[src/include/serdes_consts.svh]
// serdes K codes, flow-control watermarks, frame limit and timer lengths.
`ifndef SERDES_CONSTS_SVH
`define SERDES_CONSTS_SVH

// K symbols, always sent with both K flags set.
`define SERDES_K_IDLE     16'hBCBC
`define SERDES_K_SOF      16'h5C5C
`define SERDES_K_EOF      16'hFDFD
`define SERDES_K_XON      16'h1C1C
`define SERDES_K_XOFF     16'h3C3C

// receive FIFO space thresholds, in words.
`define SERDES_LWMARK     96     // below this, ask the far end to stop.
`define SERDES_HWMARK     256    // above this, let it go again.

`define SERDES_MAX_FRAME  64     // payload words, must stay below LWMARK.
`define SERDES_LINK_IDLES 16

// timers, in clock cycles.
`define SERDES_PAUSE      1024
`define SERDES_RESEND     256

`endif
[src/design/serdes_fc_tx.sv]
// serdes transmit inhibit: pause timer driven by received XON/XOFF.
`timescale 1ns/1ps
`default_nettype none
`include "serdes_consts.svh"

module serdes_fc_tx (
   input  wire  clk,
   input  wire  reset_i,
   input  wire  xon_rcvd_i,
   input  wire  xoff_rcvd_i,
   output logic inhibit_tx_o
);

   localparam int PW = $clog2(`SERDES_PAUSE + 1);

   logic [PW-1:0] pause_cnt;

   always_ff @(posedge clk) begin
      if (reset_i)
         pause_cnt <= '0;
      else if (xoff_rcvd_i)
         pause_cnt <= PW'(`SERDES_PAUSE);   // each xoff restarts the pause.
      else if (xon_rcvd_i)
         pause_cnt <= '0;
      else if (pause_cnt != '0)
         pause_cnt <= pause_cnt - 1'b1;
   end

   assign inhibit_tx_o = (pause_cnt != '0);

endmodule

`default_nettype wire

[config.mk]
export PLATFORM = sky130hd
export DESIGN_NAME = serdes_fc_tx
export DESIGN_NICKNAME = d
export VERILOG_FILES = /design/src/design/serdes_fc_tx.sv
export VERILOG_INCLUDE_DIRS = /design/src /design/src/include
export SDC_FILE = /design/constraint.sdc
export NUM_CORES = 1
export LEC_CHECK = 0
export ABC_AREA = 1
export BUFFER_PORTS_ARGS = -buffer_cell sky130_fd_sc_hd__buf_2
export CAP_MARGIN = 10
export CORE_ASPECT_RATIO = 0.9
export CORE_UTILIZATION = 34
export DETAILED_ROUTE_END_ITERATION = 10
export PLACE_DENSITY = 0.48
export SLEW_MARGIN = 25
export SYNTH_ARGS = -nofsm -noshare
export SYNTH_HDL_FRONTEND = slang
export SYNTH_SLANG_ARGS = --single-unit
[constraint.sdc]
create_clock -name clk -period 1.7 [get_ports clk]
set_input_delay 0.34 -clock clk [delete_from_list [all_inputs] [get_ports clk]]
set_output_delay 0.34 -clock clk [all_outputs]
set_load 0.02 [all_outputs]
After elaboration in Yosys (flattened, before gate mapping)
Index checks and enable logic that the tools add are counted.
{ "word_totals": {"input_bits": 4, "out_inout_bits": 1, "regBits": 11} }
{ "classes": {"mux": 3, "reduce_logical": 3, "addsub": 1} }
{ "ops": {"columns": ["cell", "count"], "rows": [
  ["$mux 11", 3],
  ["$reduce_bool 11->1", 1],
  ["$sub 11x1->11 const B", 1],
  ["$reduce_bool 3->1", 1],
  ["$reduce_or 3->1", 1]
]} }

Depth between registers and ports, before layout
{ "logic_depth": {"depth_word": 4, "mapped_depth": 9, "depth_no_buf": 9} }

Worst setup path before layout
No wires, ideal clock.
{ "synth_path": {"path_type": "register to output", "start": "register pause_cnt[0]", "end": "output inhibit_tx_o", "stages_incl_launch_ff": 8, "arrival_time_ps": 1061, "path_slack_ps": 299, "required_time_ps": 1360, "path_cell_list": "dfxtp_1 > inv_1 > ha_1 > inv_1 > nor2_1 > nand3_4 > nor2_8 > inv_4"} }
{ "synth_via": {"elab_chain_cells": 1} }
{ "synth_lines": {"columns": ["element", "line_no", "rtl"], "rows": [
  ["start: declaration", "serdes_fc_tx.sv:16", "logic [PW-1:0] pause_cnt;"],
  ["start signal: assignment", "serdes_fc_tx.sv:22", "pause_cnt <= PW'(`SERDES_PAUSE);"],
  ["start signal: assignment", "serdes_fc_tx.sv:26", "pause_cnt <= pause_cnt - 1'b1;"],
  ["$reduce_bool 11->1", "serdes_fc_tx.sv:29", "assign inhibit_tx_o = (pause_cnt != '0);"],
  ["end: declaration", "serdes_fc_tx.sv:11", "output logic inhibit_tx_o"]
]} }
Every way passes these cells.

Final worst setup path
{ "layout_path": {"start": "register pause_cnt[1]", "end": "output inhibit_tx_o"} }
Same word-level chain as after synthesis.

==> impl.org <==
** Route
- For this run, design rule violations remaining after detail routing come to 0.
- Number of detailed-route iterations in the first pass :: 3
- Dividing the detail-routed via count by the number of cells gives between 4 and 5.
- Wire length per cell :: 10.4 microns
- 1st-iter DRT viols :: 4
- Sum of routed wire length over all layers :: 1290 microns
- Number of antenna-violating nets in the routed design :: 0
- Number of vias in the routed layout :: 545

** CTS
- For this design, the CTS-stage hold fixing added 0 buffers.
- Clock slew at reported path FFs :: 0.07 ns
- TritonCTS built the clock tree.
- Num CTS Buffers :: 3
- H-Tree Level Count :: 1
- Clock Root Buffer :: clkbuf_4
- At the later pin of the worst-skew pair, clock insertion delay measures between 0.2 and 0.3 ns.
- CTS saw 11 sinks.
- Buffer levels on the longest clock path :: 2

** Finish
- Registers take 221 sq um.
- Measured on the finished design, the core utilization comes to between 40% and 50%.
- The register with the most flip-flops in the layout has 11 of them.
- After routing the design area is 800 sq um.
- The multi-input combinational cells in the finished layout cover a total of 410 sq um.
- The largest registers in the layout are pause_cnt (11).
- Post-route insts no fill :: 124
- At the end of the flow, the number of nets in the layout was 107.
- The layout has 197 filler cells.
- The post-route netlist has between 30% and 40% of its cells at a drive strength greater than 1.
- Most frequent cells in the layout :: 15 x nand2_1, 10 x nor2_1, 10 x dfxtp_1
- Counting flops per register, the top entry is pause_cnt.
- The repair_antennas step left the layout with diodes totalling 0.
- The area growth from synthesis to layout is 20.1%.
- The library cell used most frequently in the layout, excluding fill and tap cells, is nand2_1.

** Placement
- The congestion estimate from routability-driven global placement came to about 0.73.
- Detailed placement finished with a half-perimeter wire length of 941 microns.
- After detailed placement, the total cell area comes to ~720 sq um.
- Input and output buffers added on the ports amount to 4.
- The number of placed instances, taps included, is 117.

** Job
- Total of max-cap violations :: 0

** Floorplan
- The initial utilization of the core area, before any placement, comes to 38.0%.
- Core area :: 1750 sq um
- Num ports :: 5
- Die X-Extent :: between 40 and 50 microns
- The die covers about 2100 sq um.
- Row generation in the floorplan step produced 14 rows.
- Height of the die :: 44.0 microns

** Global route
- Largest net degree at the start of global routing :: 8
- The first global-routing pass estimated 2310 microns of wire.
- The initial antenna violation count came to 0.
- Global routing finished with a remaining overflow of 0.
- Total track usage :: about 15%
- The via count of the first global-routing pass was ~550.

** Logic synthesis
- Synthesis-stage register bit count :: 11
- Counting every net in the synthesized netlist gives 94.
- Synthesis Warnings :: 0
- Post-synth design cell area :: 666 sq um
- The synthesized design spends more area on one cell type than any other, namely dfxtp_1.
- Top cells by area, synth :: dfxtp_1 33%, nand2_1 8.5%, inv_1 6.8%
- The synthesized netlist contains 22 unique library cells.
- In this run the biggest area consumer among cell types represents 33.1% of the synthesized area.
- Of the synthesized area, sequential elements account for 33.1%.
- Count of mapped cells out of synthesis :: 88
- Average size of a mapped cell :: about 7.6 sq um

** STA
- Total negative slack for setup checks :: 0 ns
- Of the available clock period, the critical path in the final layout requires a little over nine tenths.
- Timing would allow up to 0.618 GHz.
- Number of failing setup endpoints in the final timing report :: 0
- Max_slew headroom :: about four fifths
- Clock Skew :: 0.00465 ns
- Final period demand of the worst path :: 1.62 ns
- Pin slew with the least headroom to its limit :: 0.296 ns
- Final count of pins violating max slew :: 0
- The final hold violation count is 0.
- Unrepaired setup endpoints after global routing :: false

** Critical path
- Crit path buf inv count :: 4
- STA classifies the critical path endpoint as an output port.
- Of all nets on the critical path, the largest fanout is 2.
- STA puts the critical path data arrival time at 1.28 ns.
- Crit-path slowest cell :: dfxtp_2
- Critical Setup Path Class :: flip-flop to output port
- The worst setup path is launched from a flip-flop.
- Cell type with the highest occurrence count on the critical path :: inv_2
- CP delay by family, top :: flip-flops
- CP required :: 1.36 ns
- Slowest stage delay, CP :: between 0.3 and 0.4 ns
- Crit-path cells :: inv_2 > ha_4 > inv_2 > nor2_4 > nand3_4 > nor2_8 > inv_4 > buf_6

** Power
- Worst IR Drop VDD :: 0.000678 V
- The analysis attributes to cell leakage a power of 0.377 nW.
- Power spread over the standard cell area amounts to between 1000 and 1500 nW/um^2.

** Hold path
- The min-delay analysis places its worst path in the category input pin to flip-flop.

** Run status
- The flow ran to the end, and the final reports show no timing, DRC or antenna violations.
## what timing repair did
item,in CTS,in global routing
setup buffers,3,0
endpoints found under the setup margin,1,1
pin swaps,2,2
resized for setup,9,1
## metrics by stage
stage	worst slack, ns	power [mW]	hold slack [ns]
2_1_floorplan	0.299	0.606	0.402
3_3_place_gp	0.188	0.672	0.477
3_5_place_dp	0.173	0.668	0.477
4_1_cts	0.00994	0.903	0.235
5_1_grt	0.00829	0.974	0.250
6_report	0.0827	0.898	0.245
## cell families (layout without fill, tap and decap cells)
logic type      Yosys count  after routing  share of synthesized area, %
simple gates             49             49                          42.7
fa+ha+maj                 2              2                          3.76
buf+inv                  14             26                          8.27
xor+xnor                  3              3                          3.95
compound gates            9              9                          8.27
flops                    11             11                          33.1
## final timing paths
path | start | to | slack, ns | depth (start not counted)
setup reg to reg | pause_cnt[1]$_SDFFE_PP0P_ | pause_cnt[2]$_SDFFE_PP0P_ | 0.33 | 10
setup / recovery | pause_cnt[1]$_SDFFE_PP0P_ | inhibit_tx_o | 0.08 | 8
hold / removal | reset_i | pause_cnt[10]$_SDFFE_PP0P_ | 0.25 | 2
hold reg to reg | pause_cnt[6]$_SDFFE_PP0P_ | pause_cnt[6]$_SDFFE_PP0P_ | 0.52 | 2
## power breakdown
group / internal, mW / switching [mW] / total (mW)
registers: 0.279 / 0.0221 / 0.301
clock network: 0.0909 / 0.0871 / 0.178
logic: 0.176 / 0.242 / 0.418
total: 0.546 / 0.351 / 0.898
## synth_stat cells
| master | instances |
|---|---|
| nand2_1 | 15 |
| inv_1 | 12 |
| dfxtp_1 | 11 |
| nor2_1 | 11 |
| nand3_1 | 6 |
| a21oi_1 | 4 |
| nor2_2 | 4 |
| nor3_1 | 4 |
| nor2_4 | 3 |
| xor2_1 | 3 |
| a21oi_2 | 2 |
| ha_1 | 2 |
| o21ai_0 | 2 |
| inv_2 | 1 |
| inv_4 | 1 |
| nand2_2 | 1 |
| nand2_4 | 1 |
| nand3_2 | 1 |
| nand3_4 | 1 |
| nor2_8 | 1 |
| nor3b_2 | 1 |
| o21a_1 | 1 |
## metal layers
layer | track usage (%) | up-vias | share of wire (%)
met4 | 5.29 | 0 | 1.0
li1 | - | 300 | -
met2 | 25.3 | 6 | 46
met3 | 6.32 | 2 | 3.2
met1 | 16.6 | 237 | 49
met5 | 0 | - | 0
## area by class of cell
cell class	instances	share of cell area, %
multi-input combinational	63	51.3
sequential	11	27.7
timing repair buffer	8	7.04
inverter	14	6.89
tap	24	3.76
clock buffer	4	3.29
No activity file was read; power rests on OpenSTA's default activity.
