==> src/include/serdes_consts.svh <==
// serdes K codes, flow-control watermarks, frame limit and timer lengths.
`ifndef SERDES_CONSTS_SVH
`define SERDES_CONSTS_SVH

// K symbols, always sent with both K flags set.
`define SERDES_K_IDLE     16'hBCBC
`define SERDES_K_SOF      16'h5C5C
`define SERDES_K_EOF      16'hFDFD
`define SERDES_K_XON      16'h1C1C
`define SERDES_K_XOFF     16'h3C3C

// receive FIFO space thresholds, in words.
`define SERDES_LWMARK     96     // below this, ask the far end to stop.
`define SERDES_HWMARK     256    // above this, let it go again.

`define SERDES_MAX_FRAME  64     // payload words, must stay below LWMARK.
`define SERDES_LINK_IDLES 16

// timers, in clock cycles.
`define SERDES_PAUSE      1024
`define SERDES_RESEND     256

`endif
==> src/design/serdes_pkg.sv <==
// serdes width typedefs, symbol and FIFO entry structs, TX and RX state enums.
`default_nettype none

package serdes_pkg;

   typedef logic [15:0] ser_word_t;
   typedef logic [31:0] data_word_t;
   typedef logic [15:0] fifo_count_t;
   typedef logic [15:0] csum_t;

   // one line symbol with its two K flags.
   typedef struct packed {
      logic      k_msb;
      logic      k_lsb;
      ser_word_t data;
   } ser_sym_t;

   typedef struct packed {
      logic       sop;
      logic       eop;
      logic       err;    // bad checksum, set on the eop entry only.
      data_word_t data;
   } fifo_entry_t;

   typedef enum logic [2:0] {
      TX_IDLE, TX_SOF, TX_HI, TX_LO, TX_CSUM, TX_EOF, TX_FC
   } tx_state_e;

   typedef enum logic [1:0] {
      RX_WAIT_SOF, RX_HI, RX_LO, RX_CSUM_CHK
   } rx_state_e;

endpackage

`default_nettype wire

==> src/design/serdes_fc_rx.sv <==
// serdes receive flow control: watermark hysteresis and XOFF resend timer.
`timescale 1ns/1ps
`default_nettype none
`include "serdes_consts.svh"

module serdes_fc_rx #(
   parameter int LWMARK = `SERDES_LWMARK,
   parameter int HWMARK = `SERDES_HWMARK
) (
   input  wire                         clk,
   input  wire                         reset_i,
   input  wire serdes_pkg::fifo_count_t rx_space_i,
   input  wire                         sent_i,
   output logic                        send_xon_o,
   output logic                        send_xoff_o
);

   localparam int RW = $clog2(`SERDES_RESEND);

   logic          paused;      // xoff sent, no xon yet.
   logic [RW-1:0] resend_cnt;

   always_ff @(posedge clk) begin
      if (reset_i) begin
         paused      <= 1'b0;
         resend_cnt  <= '0;
         send_xon_o  <= 1'b0;
         send_xoff_o <= 1'b0;
      end else begin
         // tx sends xoff first when both are up.
         if (sent_i) begin
            if (send_xoff_o)
               send_xoff_o <= 1'b0;
            else
               send_xon_o <= 1'b0;
         end
         if (rx_space_i < LWMARK) begin
            if (!paused || resend_cnt == '0) begin
               paused      <= 1'b1;
               send_xoff_o <= 1'b1;
               send_xon_o  <= 1'b0;
               resend_cnt  <= RW'(`SERDES_RESEND - 1);
            end else begin
               resend_cnt <= resend_cnt - 1'b1;
            end
         end else if (paused && rx_space_i > HWMARK) begin
            paused     <= 1'b0;
            send_xon_o <= 1'b1;   // drained, far end may resume.
         end
      end
   end

endmodule

`default_nettype wire

==> config.mk <==
export PLATFORM = sky130hd
export DESIGN_NAME = serdes_fc_rx
export DESIGN_NICKNAME = d
export VERILOG_FILES = /design/src/design/serdes_pkg.sv /design/src/design/serdes_fc_rx.sv
export VERILOG_INCLUDE_DIRS = /design/src /design/src/include
export SDC_FILE = /design/constraint.sdc
export NUM_CORES = 1
export LEC_CHECK = 0
export ABC_AREA = 1
export BUFFER_PORTS_ARGS = -buffer_cell sky130_fd_sc_hd__buf_2
export CORE_MARGIN = 2
export CORE_UTILIZATION = 34
export DETAILED_ROUTE_END_ITERATION = 12
export GPL_TIMING_DRIVEN = 0
export HOLD_SLACK_MARGIN = 0.08
export PLACE_DENSITY_LB_ADDON = 0.2
export SLEW_MARGIN = 25
export SYNTH_ARGS = -nofsm -noshare
export SYNTH_HDL_FRONTEND = slang
export SYNTH_SLANG_ARGS = --single-unit
export TNS_END_PERCENT = 5
==> constraint.sdc <==
create_clock -name clk -period 1.4 [get_ports clk]
set_input_delay 0.28 -clock clk [delete_from_list [all_inputs] [get_ports clk]]
set_output_delay 0.28 -clock clk [all_outputs]
set_load 0.02 [all_outputs]
# ---- Word-level counts from Yosys, hierarchy flattened
# Index checks and enable logic that the tools add are counted.
dict set report word_totals {
  regBits 11
  inputBits 19
  out_inout_bits 2
  word_cells 26
}
dict set report op_classes {
  addsub 1
  n_lt_le_gt_ge 2
  eq_ne 1
  muxes 12
  reduce_logical 6
}
# op count
set op_table {}
lappend op_table {{greater-than comparator 16 x 9 -> 1 bit (second input constant)} 1}
lappend op_table {{< comparator 16 x 7 -> 1 bit (second input constant)} 1}
lappend op_table {{2-to-1 mux 1 bit} 11}
lappend op_table {{zero test 8 bit} 1}
lappend op_table {{2-to-1 mux 8 bit} 1}
lappend op_table {{subtractor 8 x 1 -> 8 bit (second input constant)} 1}
lappend op_table {{inequality test 2 x 1 -> 1 bit (second input constant)} 1}
lappend op_table {{AND reduction 2 bit} 1}
lappend op_table {{nonzero test 2 bit} 1}
lappend op_table {{logical AND 1 bit} 1}
lappend op_table {{zero test 1 bit} 1}
lappend op_table {{logical OR 1 bit} 1}

# ---- Logic depth before layout (Yosys ltp)
# Gate-level depths: netlist of the first run.
dict set report depth {
  ltp_word 4
  mapped_depth 9
  ltp_nobuf 9
}

# ---- Worst setup path after synthesis of the first run
# OpenSTA, ideal clock, no wires.
dict set report synth_timing {
  kind {register to register}
  from {register resend_cnt[0]}
  to {register resend_cnt[6]}
  setup_ns 0.109
  t_arrival_ns 1.051
  required_ns 1.291
  setup_slack_ns 0.240
  stages_incl_launch_ff 10
  path_buffers 0
  synth_period_minus_slack_ns 1.160
  path_cell_list {dfxtp_1 inv_1 ha_1 inv_1 nor2_1 nand3_1 nand2_1 nand3_1 nand2_1 inv_1}
}
dict set report synth_via {
  elab_chain_len 3
  word_cells_on_any_way 4
  cone_classes {add/sub: 1; mux: 1; reduce/logical: 2}
}
# item line
set synth_rtl {}
lappend synth_rtl {{start, declared} serdes_fc_rx.sv:21} ;# logic [RW-1:0] resend_cnt;
lappend synth_rtl {{start signal, assigned} serdes_fc_rx.sv:42} ;# resend_cnt <= RW'(`SERDES_RESEND - 1);
lappend synth_rtl {{start signal, assigned} serdes_fc_rx.sv:44} ;# resend_cnt <= resend_cnt - 1'b1;
lappend synth_rtl {{branches (longest 2 deep; another with subtractor 8 x 1 -> 8 bit)} -}
lappend synth_rtl {{2-to-1 mux 8 bit (*)} serdes_fc_rx.sv:38} ;# if (!paused || resend_cnt == '0) begin
# Every way passes the cells marked *.
# A chain may end at the register's enable or synchronous reset.

# ---- Worst setup path after layout of the first run
dict set report layout_timing {
  from {register resend_cnt[0]}
  to {register send_xon_o}
}
dict set report layout_via {
  elab_chain_len 4
}
# item line
set layout_rtl {}
lappend layout_rtl {{zero test 8 bit} serdes_fc_rx.sv:38}
lappend layout_rtl {{logical OR 1 bit} serdes_fc_rx.sv:38}
lappend layout_rtl {{2-to-1 mux 1 bit} serdes_fc_rx.sv:38}
lappend layout_rtl {{2-to-1 mux 1 bit} serdes_fc_rx.sv:37} ;# if (rx_space_i < LWMARK) begin
lappend layout_rtl {{end signal, assigned} serdes_fc_rx.sv:35} ;# send_xon_o <= 1'b0;
lappend layout_rtl {{end signal, assigned} serdes_fc_rx.sv:41} ;# send_xon_o <= 1'b0;
lappend layout_rtl {{end signal, assigned} serdes_fc_rx.sv:48} ;# send_xon_o <= 1'b1;
lappend layout_rtl {{end, declared} serdes_fc_rx.sv:14} ;# output logic send_xon_o,
# No other way between the ends.

==> results.txt, run 1 <==
# rows: 17
gr usage total: 14.35%
status: complete, no violations
Max stage delay cell, worst path: dfxtp_1
hpwl dp: 1.366 mm
Tmin final: 1243 ps
wire per inst: 9.706 um
Buf/Inv on CP: 1
Layout area overhead: 21.45%
final setup vio count: 0
Pins Over Slew Limit: 0
switching power: 0.1588 mW
# Max-Cap Violations: 0
fin crit share: 88.81%
internal power: 0.4494 mW
setup tns final: 0 ps
pwr/cell area: 631.3 nW/um^2
skew final: 8.046 ps
Crit Path Max Fanout: 6
Leakage: 0.4757 nW
commonest non-fill, non-tap cell in the layout: nand2_1
final hold violations: 0
clock slew at reported path FFs: 80 ps
largest net degree at the start of global routing: 9
Place WS: 77.17 ps
crit path capture type: flop
Crit path largest cell delay: 320 ps
total stage count of the critical path: 7
total placed cells including tap cells: 176
die height: 52.30 um
Yosys cell types: 20
kind of critical path: flop to flop
overall power: 0.6083 mW
startpoint types: flop
vias in the first global route: 738
final non-filler cell total: 180
initial antenna violation count: 0
DRC Markers: 0
post-cts resize count: 0
most frequent cells in the layout: 34 x nand2_1, 23 x nor2_1, 19 x buf_2, 17 x inv_1
Final Util: 43.55%
Clock power frac: 36.9%
share of layout cells above drive strength 1: 24.34%
Net Count, Synth: 150
cts hold-fix bufs: 0
number of diodes: 0
IO Pins: 21
Worst-Skew Late Latency: 280 ps
synthesized cell area: 793.3 sq um
Synth Warn #: 0
nets: 174
Multi-input gate area: 501.7 sq um
flops & latches, synth: 11
CP Data Required Time: 1560 ps
final instance area: 963.4 sq um
Switching Share: 26.11%
total gr overflow: 0
Syn Area/Cell: 6.149 sq um
cts bufs inserted: 3
total wire length: 1.747 mm
Root Driver: clkbuf_4
clk buf depth: 2
DRT Pass-1 Iters: 4
Initial DRC Count: 11
FMAX: 804.3 MHz
CTS tree: yes
delay-heaviest family, CP: flip-flops
arrival time worst endpoint: 1400 ps
combinational fraction of design power: 11.5%
sequential cell area: 220.2 sq um
core area: 2212 sq um
DR vias/cell: 4.567
Setup Fix Bufs, Post-CTS: 0
sequential power share: 51.6%
Fillers: 238
Worst Hold Path Cells: 4
fin worst setup slack: 156.6 ps
RSZ-0062 raised after global routing: false
Initial Utilization: 35.86%
clk sink count: 11
Worst Max-Slew Pin Slew: 368.9 ps
die area: 2735 sq um
crit-path cells: inv_2, ha_1, nand2_1, o21ai_4, nand2_4, nand2_1, a21oi_1
htree depth: 1
Antenna Nets Post-Route: 0
max_slew headroom: 75.41%
Mapped Cells: 129
Cell Area, Placed: 923.4 sq um
die width: 52.30 um
first-pass GRT wire length: 2.932 mm
Crit path top cell by count: nand2_1
sequential area share after synthesis: 27.76%
Port Buffers: 19
gpl congestion: 0.7437
via count: 822
WHS: 261.3 ps
reg2reg path depth: 7
Hold WC Path Type: input port to flop
maximum vdd drop: 380.3 uV
area by class of cell:
class | instances | area share [%]
buffer | 1 | 0.3896
clock buffer | 3 | 2.338
clock inverter | 1 | 0.5195
inverter | 20 | 8.312
multi-input combinational | 97 | 52.08
sequential | 11 | 22.86
tap | 28 | 3.636
timing repair buffer | 19 | 9.870
synthesized netlist by cell type:
master    n  area share [%]
inv_1    19             9.0
nor2_2    2             1.6
xor2_1    1             1.1
nor2_4    3             4.3
nand2_2   2             1.6
o21ai_0   1            0.63
ha_1      2             3.2
nor3_1    1            0.63
o21a_1    1            0.95
nor2_1   23              11
o21ai_4   1             2.1
o21ai_1   1            0.63
inv_6     1             1.1
dfxtp_1  11              28
nand2_1  34              16
buf_1     1            0.47
nand3_1  11             6.9
a21oi_1   7             4.4
nand4_1   5             3.9
nand2_4   2             2.8
per-layer routing:
metal	part of all wire (%)	track usage [%]	vias up
met4	1.5	7.692	0
met3	4.5	1.714	4
met1	47	16.93	353
met2	47	25.00	17
met5	0	0	-
li1	-	-	448
path summary, 6_finish.rpt:
path            endpoint  slack, ps          start
max           send_xon_o        160  resend_cnt[0]
min          send_xoff_o        260         sent_i
max reg2reg   send_xon_o        160  resend_cnt[0]
min reg2reg  send_xoff_o        490    send_xoff_o
tightest hold or removal path: cells and delay by family:
kind | cells | cell delay (ps)
AOI/OAI and AO/OA | 1 | 50
buffers and inverters | 2 | 110
and+or+nand+nor | 1 | 50
kinds of logic (layout without fill, tap and decap cells):
kind of cell / after synthesis / after routing / synth area share [%]
AND/OR/NAND/NOR: 83 / 83 / 48.74
buffers and inverters: 21 / 44 / 10.57
AO/OA/AOI/OAI: 11 / 11 / 8.674
flip-flops: 11 / 11 / 27.76
adder cells (fa/ha/maj): 2 / 2 / 3.154
XOR/XNOR: 1 / 1 / 1.104
flip-flops by register name, summed over array words and instances, names as in the netlist:
register	count
send_xon_o	1
send_xoff_o	1
paused	1
resend_cnt	8
power groups by stage:
stage          combinational (mW)  sequential (mW)  clock (mW)
2_1_floorplan              0.0329            0.321           0
6_report                   0.0699            0.314       0.224
5_1_grt                    0.0785            0.314       0.242
4_1_cts                    0.0702            0.314       0.226
3_3_place_gp               0.0675            0.321           0
3_5_place_dp               0.0699            0.321           0
Power figures use the tool's default switching activity.
==> run 2: changes to the inputs <==
Settings changed: ABC_AREA 1 to unset.
==> results.txt, run 2 <==
status: finished with violations
failing checks: negative setup slack
core area: 1727 sq um (-22%)
Leakage: 0.3631 nW (-24%)
cts bufs inserted: 3 (unchanged)
total gr overflow: 0 (unchanged)
# Max-Cap Violations: 0 (unchanged)
flops & latches, synth: 11 (unchanged)
CP Data Required Time: 1620 ps (+60 ps)
crit path capture type: flop
Port Buffers: 19 (unchanged)
asr flop ratio synth: 0% (unchanged)
vias in the first global route: 577 (-22%)
overall power: 0.5804 mW (-4.6%)
sequential area share after synthesis: 34.92% (+7.2 points)
Buf/Inv on CP: 2 (+1)
Crit Path Max Fanout: 7 (+1)
area fraction of the dominant cell type after synthesis: 34.92% (+7.2 points)
FMAX: 578.4 MHz (-28%)
Max stage delay cell, worst path: or4_4
Worst Max-Slew Pin Slew: 506.2 ps (+137.4 ps)
fin crit share: 123.5% (+35 points)
Initial DRC Count: 3 (-8)
gr usage total: 15.23% (+0.87 points)
Pins Over Slew Limit: 0 (unchanged)
# rows: 15 (-2)
Top reg by flops: resend_cnt
total wire length: 1.397 mm (-20%)
initial antenna violation count: 0 (unchanged)
DR vias/cell: 5.192 (+14%)
die width: 47.07 um (-10%)
kind of critical path: flop to flop
Worst-Skew Late Latency: 270 ps (about the same)
WHS: 272.2 ps (+10.95 ps)
maximum vdd drop: 312.3 uV (-18%)
commonest non-fill, non-tap cell in the layout: buf_2
Main synth FF type: dfxtp_1
Net Count, Synth: 94 (-37%)
Antenna Nets Post-Route: 0 (unchanged)
Crit path largest cell delay: 550 ps (+230 ps)
Post-synth EDFFs: 0 (unchanged)
Yosys cell types: 28 (+40%)
synth top area cells: dfxtp_1 35%, a221oi_2 7.1%, inv_1 6.0%
DRT Pass-1 Iters: 3 (-1)
Place WS: -623.8 ps (-700.9 ps)
Root Driver: clkbuf_4
count leader, synth: dfxtp_1
Hold WC Path Type: input port to flop
synthesized cell area: 630.6 sq um (-21%)
most frequent cells in the layout: 19 x buf_2, 10 x inv_1, 9 x dfxtp_1, 6 x nor4_1, 4 x nor3_1
pwr/cell area: 703.9 nW/um^2 (+11%)
via count: 649 (-21%)
share of layout cells above drive strength 1: 36.00% (+12 points)
skew final: 1.098 ps (-6.948 ps)
arrival time worst endpoint: 1950 ps (+550 ps)
die area: 2215 sq um (-19%)
die height: 47.07 um (-10%)
Largest register FFs: 8 (unchanged)
Syn Area/Cell: 8.638 sq um (+40%)
clk buf depth: 2 (unchanged)
nets: 122 (-30%)
top cells by count, synth: 11 x dfxtp_1, 10 x inv_1, 6 x nor4_1
Synth area leader: dfxtp_1
Layout area overhead: 30.75%
first-pass GRT wire length: 2.277 mm (-22%)
DRC Markers: 0 (unchanged)
Initial Utilization: 36.52% (+0.66 points)
final hold violations: 0 (unchanged)
RSZ-0062 raised after global routing: true
delay-heaviest family, CP: simple AND/OR/NAND/NOR gates
htree depth: 1 (unchanged)
Synth Warn #: 0 (unchanged)
fin worst setup slack: -328.8 ps (-485.4 ps)
clock slew at reported path FFs: 70 ps (about the same)
final setup vio count: 10 (+10)
largest net degree at the start of global routing: 11 (+2)
startpoint types: flop
crit-path cells: or4_4, o41ai_4, buf_6, buf_4, o21a_1, o211a_1
clk sink count: 11 (unchanged)
Tmin final: 1729 ps (+485.4 ps)
hpwl dp: 1.056 mm (-23%)
IO Pins: 21 (unchanged)
Mapped Cells: 73 (-43%)
CTS tree: yes
max_slew headroom: 66.25% (-9.2 points)
gpl congestion: 0.7286 (-2.0%)
number of diodes: 0 (unchanged)
wire per inst: 11.18 um (+15%)
-- run 2: changes by cell type in the layout (fill, tap and decap cells not counted), sizes merged, moves of 2 or more --
cell    delta
nand2     -35
nor2      -24
inv       -10
nand3     -10
nor4       +6
a21oi      -4
a221oi     +4
nand4      -4
o21ai      +4
a211oi     +3
buf        +3
clkbuf     +3
nor3       +3
o211a      +2
-- run 2: path summary, 6_finish.rpt --
path	depth (start not counted)	to	start	slack, ps
worst max-delay path	6	resend_cnt[7]	resend_cnt[5]	-330
worst min-delay path	4	send_xoff_o	sent_i	270
worst max register to register	6	resend_cnt[7]	resend_cnt[5]	-330
worst min register to register	2	resend_cnt[6]	resend_cnt[6]	470
-- run 2: final cells by class --
class | count | area, sq um
Tap cell | 25 | 31.28
Timing Repair Buffer | 23 | 128.9
Clock buffer | 4 | 26.28
Fill cell | 180 | 902.1
Inverter | 10 | 37.54
Multi-Input combinational cell | 50 | 369.1
Buffer | 2 | 8.758
Sequential cell | 11 | 222.7
-- run 2: where the power goes --
| group | total (mW) | leakage (nW) | switching, mW | internal, mW |
|---|---|---|---|---|
| Clock | 0.224 | 0.0150 | 0.114 | 0.110 |
| Sequential | 0.314 | 0.0896 | 0.000574 | 0.313 |
| Combinational | 0.0425 | 0.259 | 0.0193 | 0.0232 |
-- run 2: tightest hold or removal path: cells and delay by family --
family	cells	cell delay [ps]
buffers and inverters	2	110
and+or+nand+nor	1	50
AOI/OAI and AO/OA	1	60
-- run 2: what timing repair did --
| action | CTS | global route |
|---|---|---|
| resized for setup | 4 | 1 |
| pin swaps | 6 | 1 |
| buffers inserted | 4 | 0 |
| setup endpoints to repair | 10 | 10 |
| hold buffers | 0 | 0 |
-- run 2: cells by family after synthesis --
family / after synthesis / share of synthesized area (%)
AND/OR/NAND/NOR: 24 / 21.23
flip-flops: 11 / 34.92
adder cells (fa/ha/maj): 2 / 3.968
buffers and inverters: 12 / 7.144
AO/OA/AOI/OAI: 24 / 32.74
-- run 2: through the flow --
| stage | area (sq um) | utilization (%) | setup TNS, ps | std cells |
|---|---|---|---|---|
| 2_1_floorplan | 630.6 | - | -3395 | 73 |
| 3_3_place_gp | 757.0 | 43.84 | -5582 | 117 |
| 3_5_place_dp | 757.0 | 43.84 | -5691 | 117 |
| 4_1_cts | 820.8 | 47.54 | -2721 | 125 |
| 5_1_grt | 824.5 | 47.75 | -3597 | 125 |
| 6_report | 824.5 | 47.75 | -2854 | 125 |
-- run 2: per-layer routing --
metal | vias to the layer above | track usage, % | wire [um]
met2 | 21 | 23.84 | 651
li1 | 334 | - | -
met1 | 289 | 18.65 | 635
met4 | 0 | 10.00 | 41
met5 | - | 0 | 0
met3 | 5 | 3.462 | 69
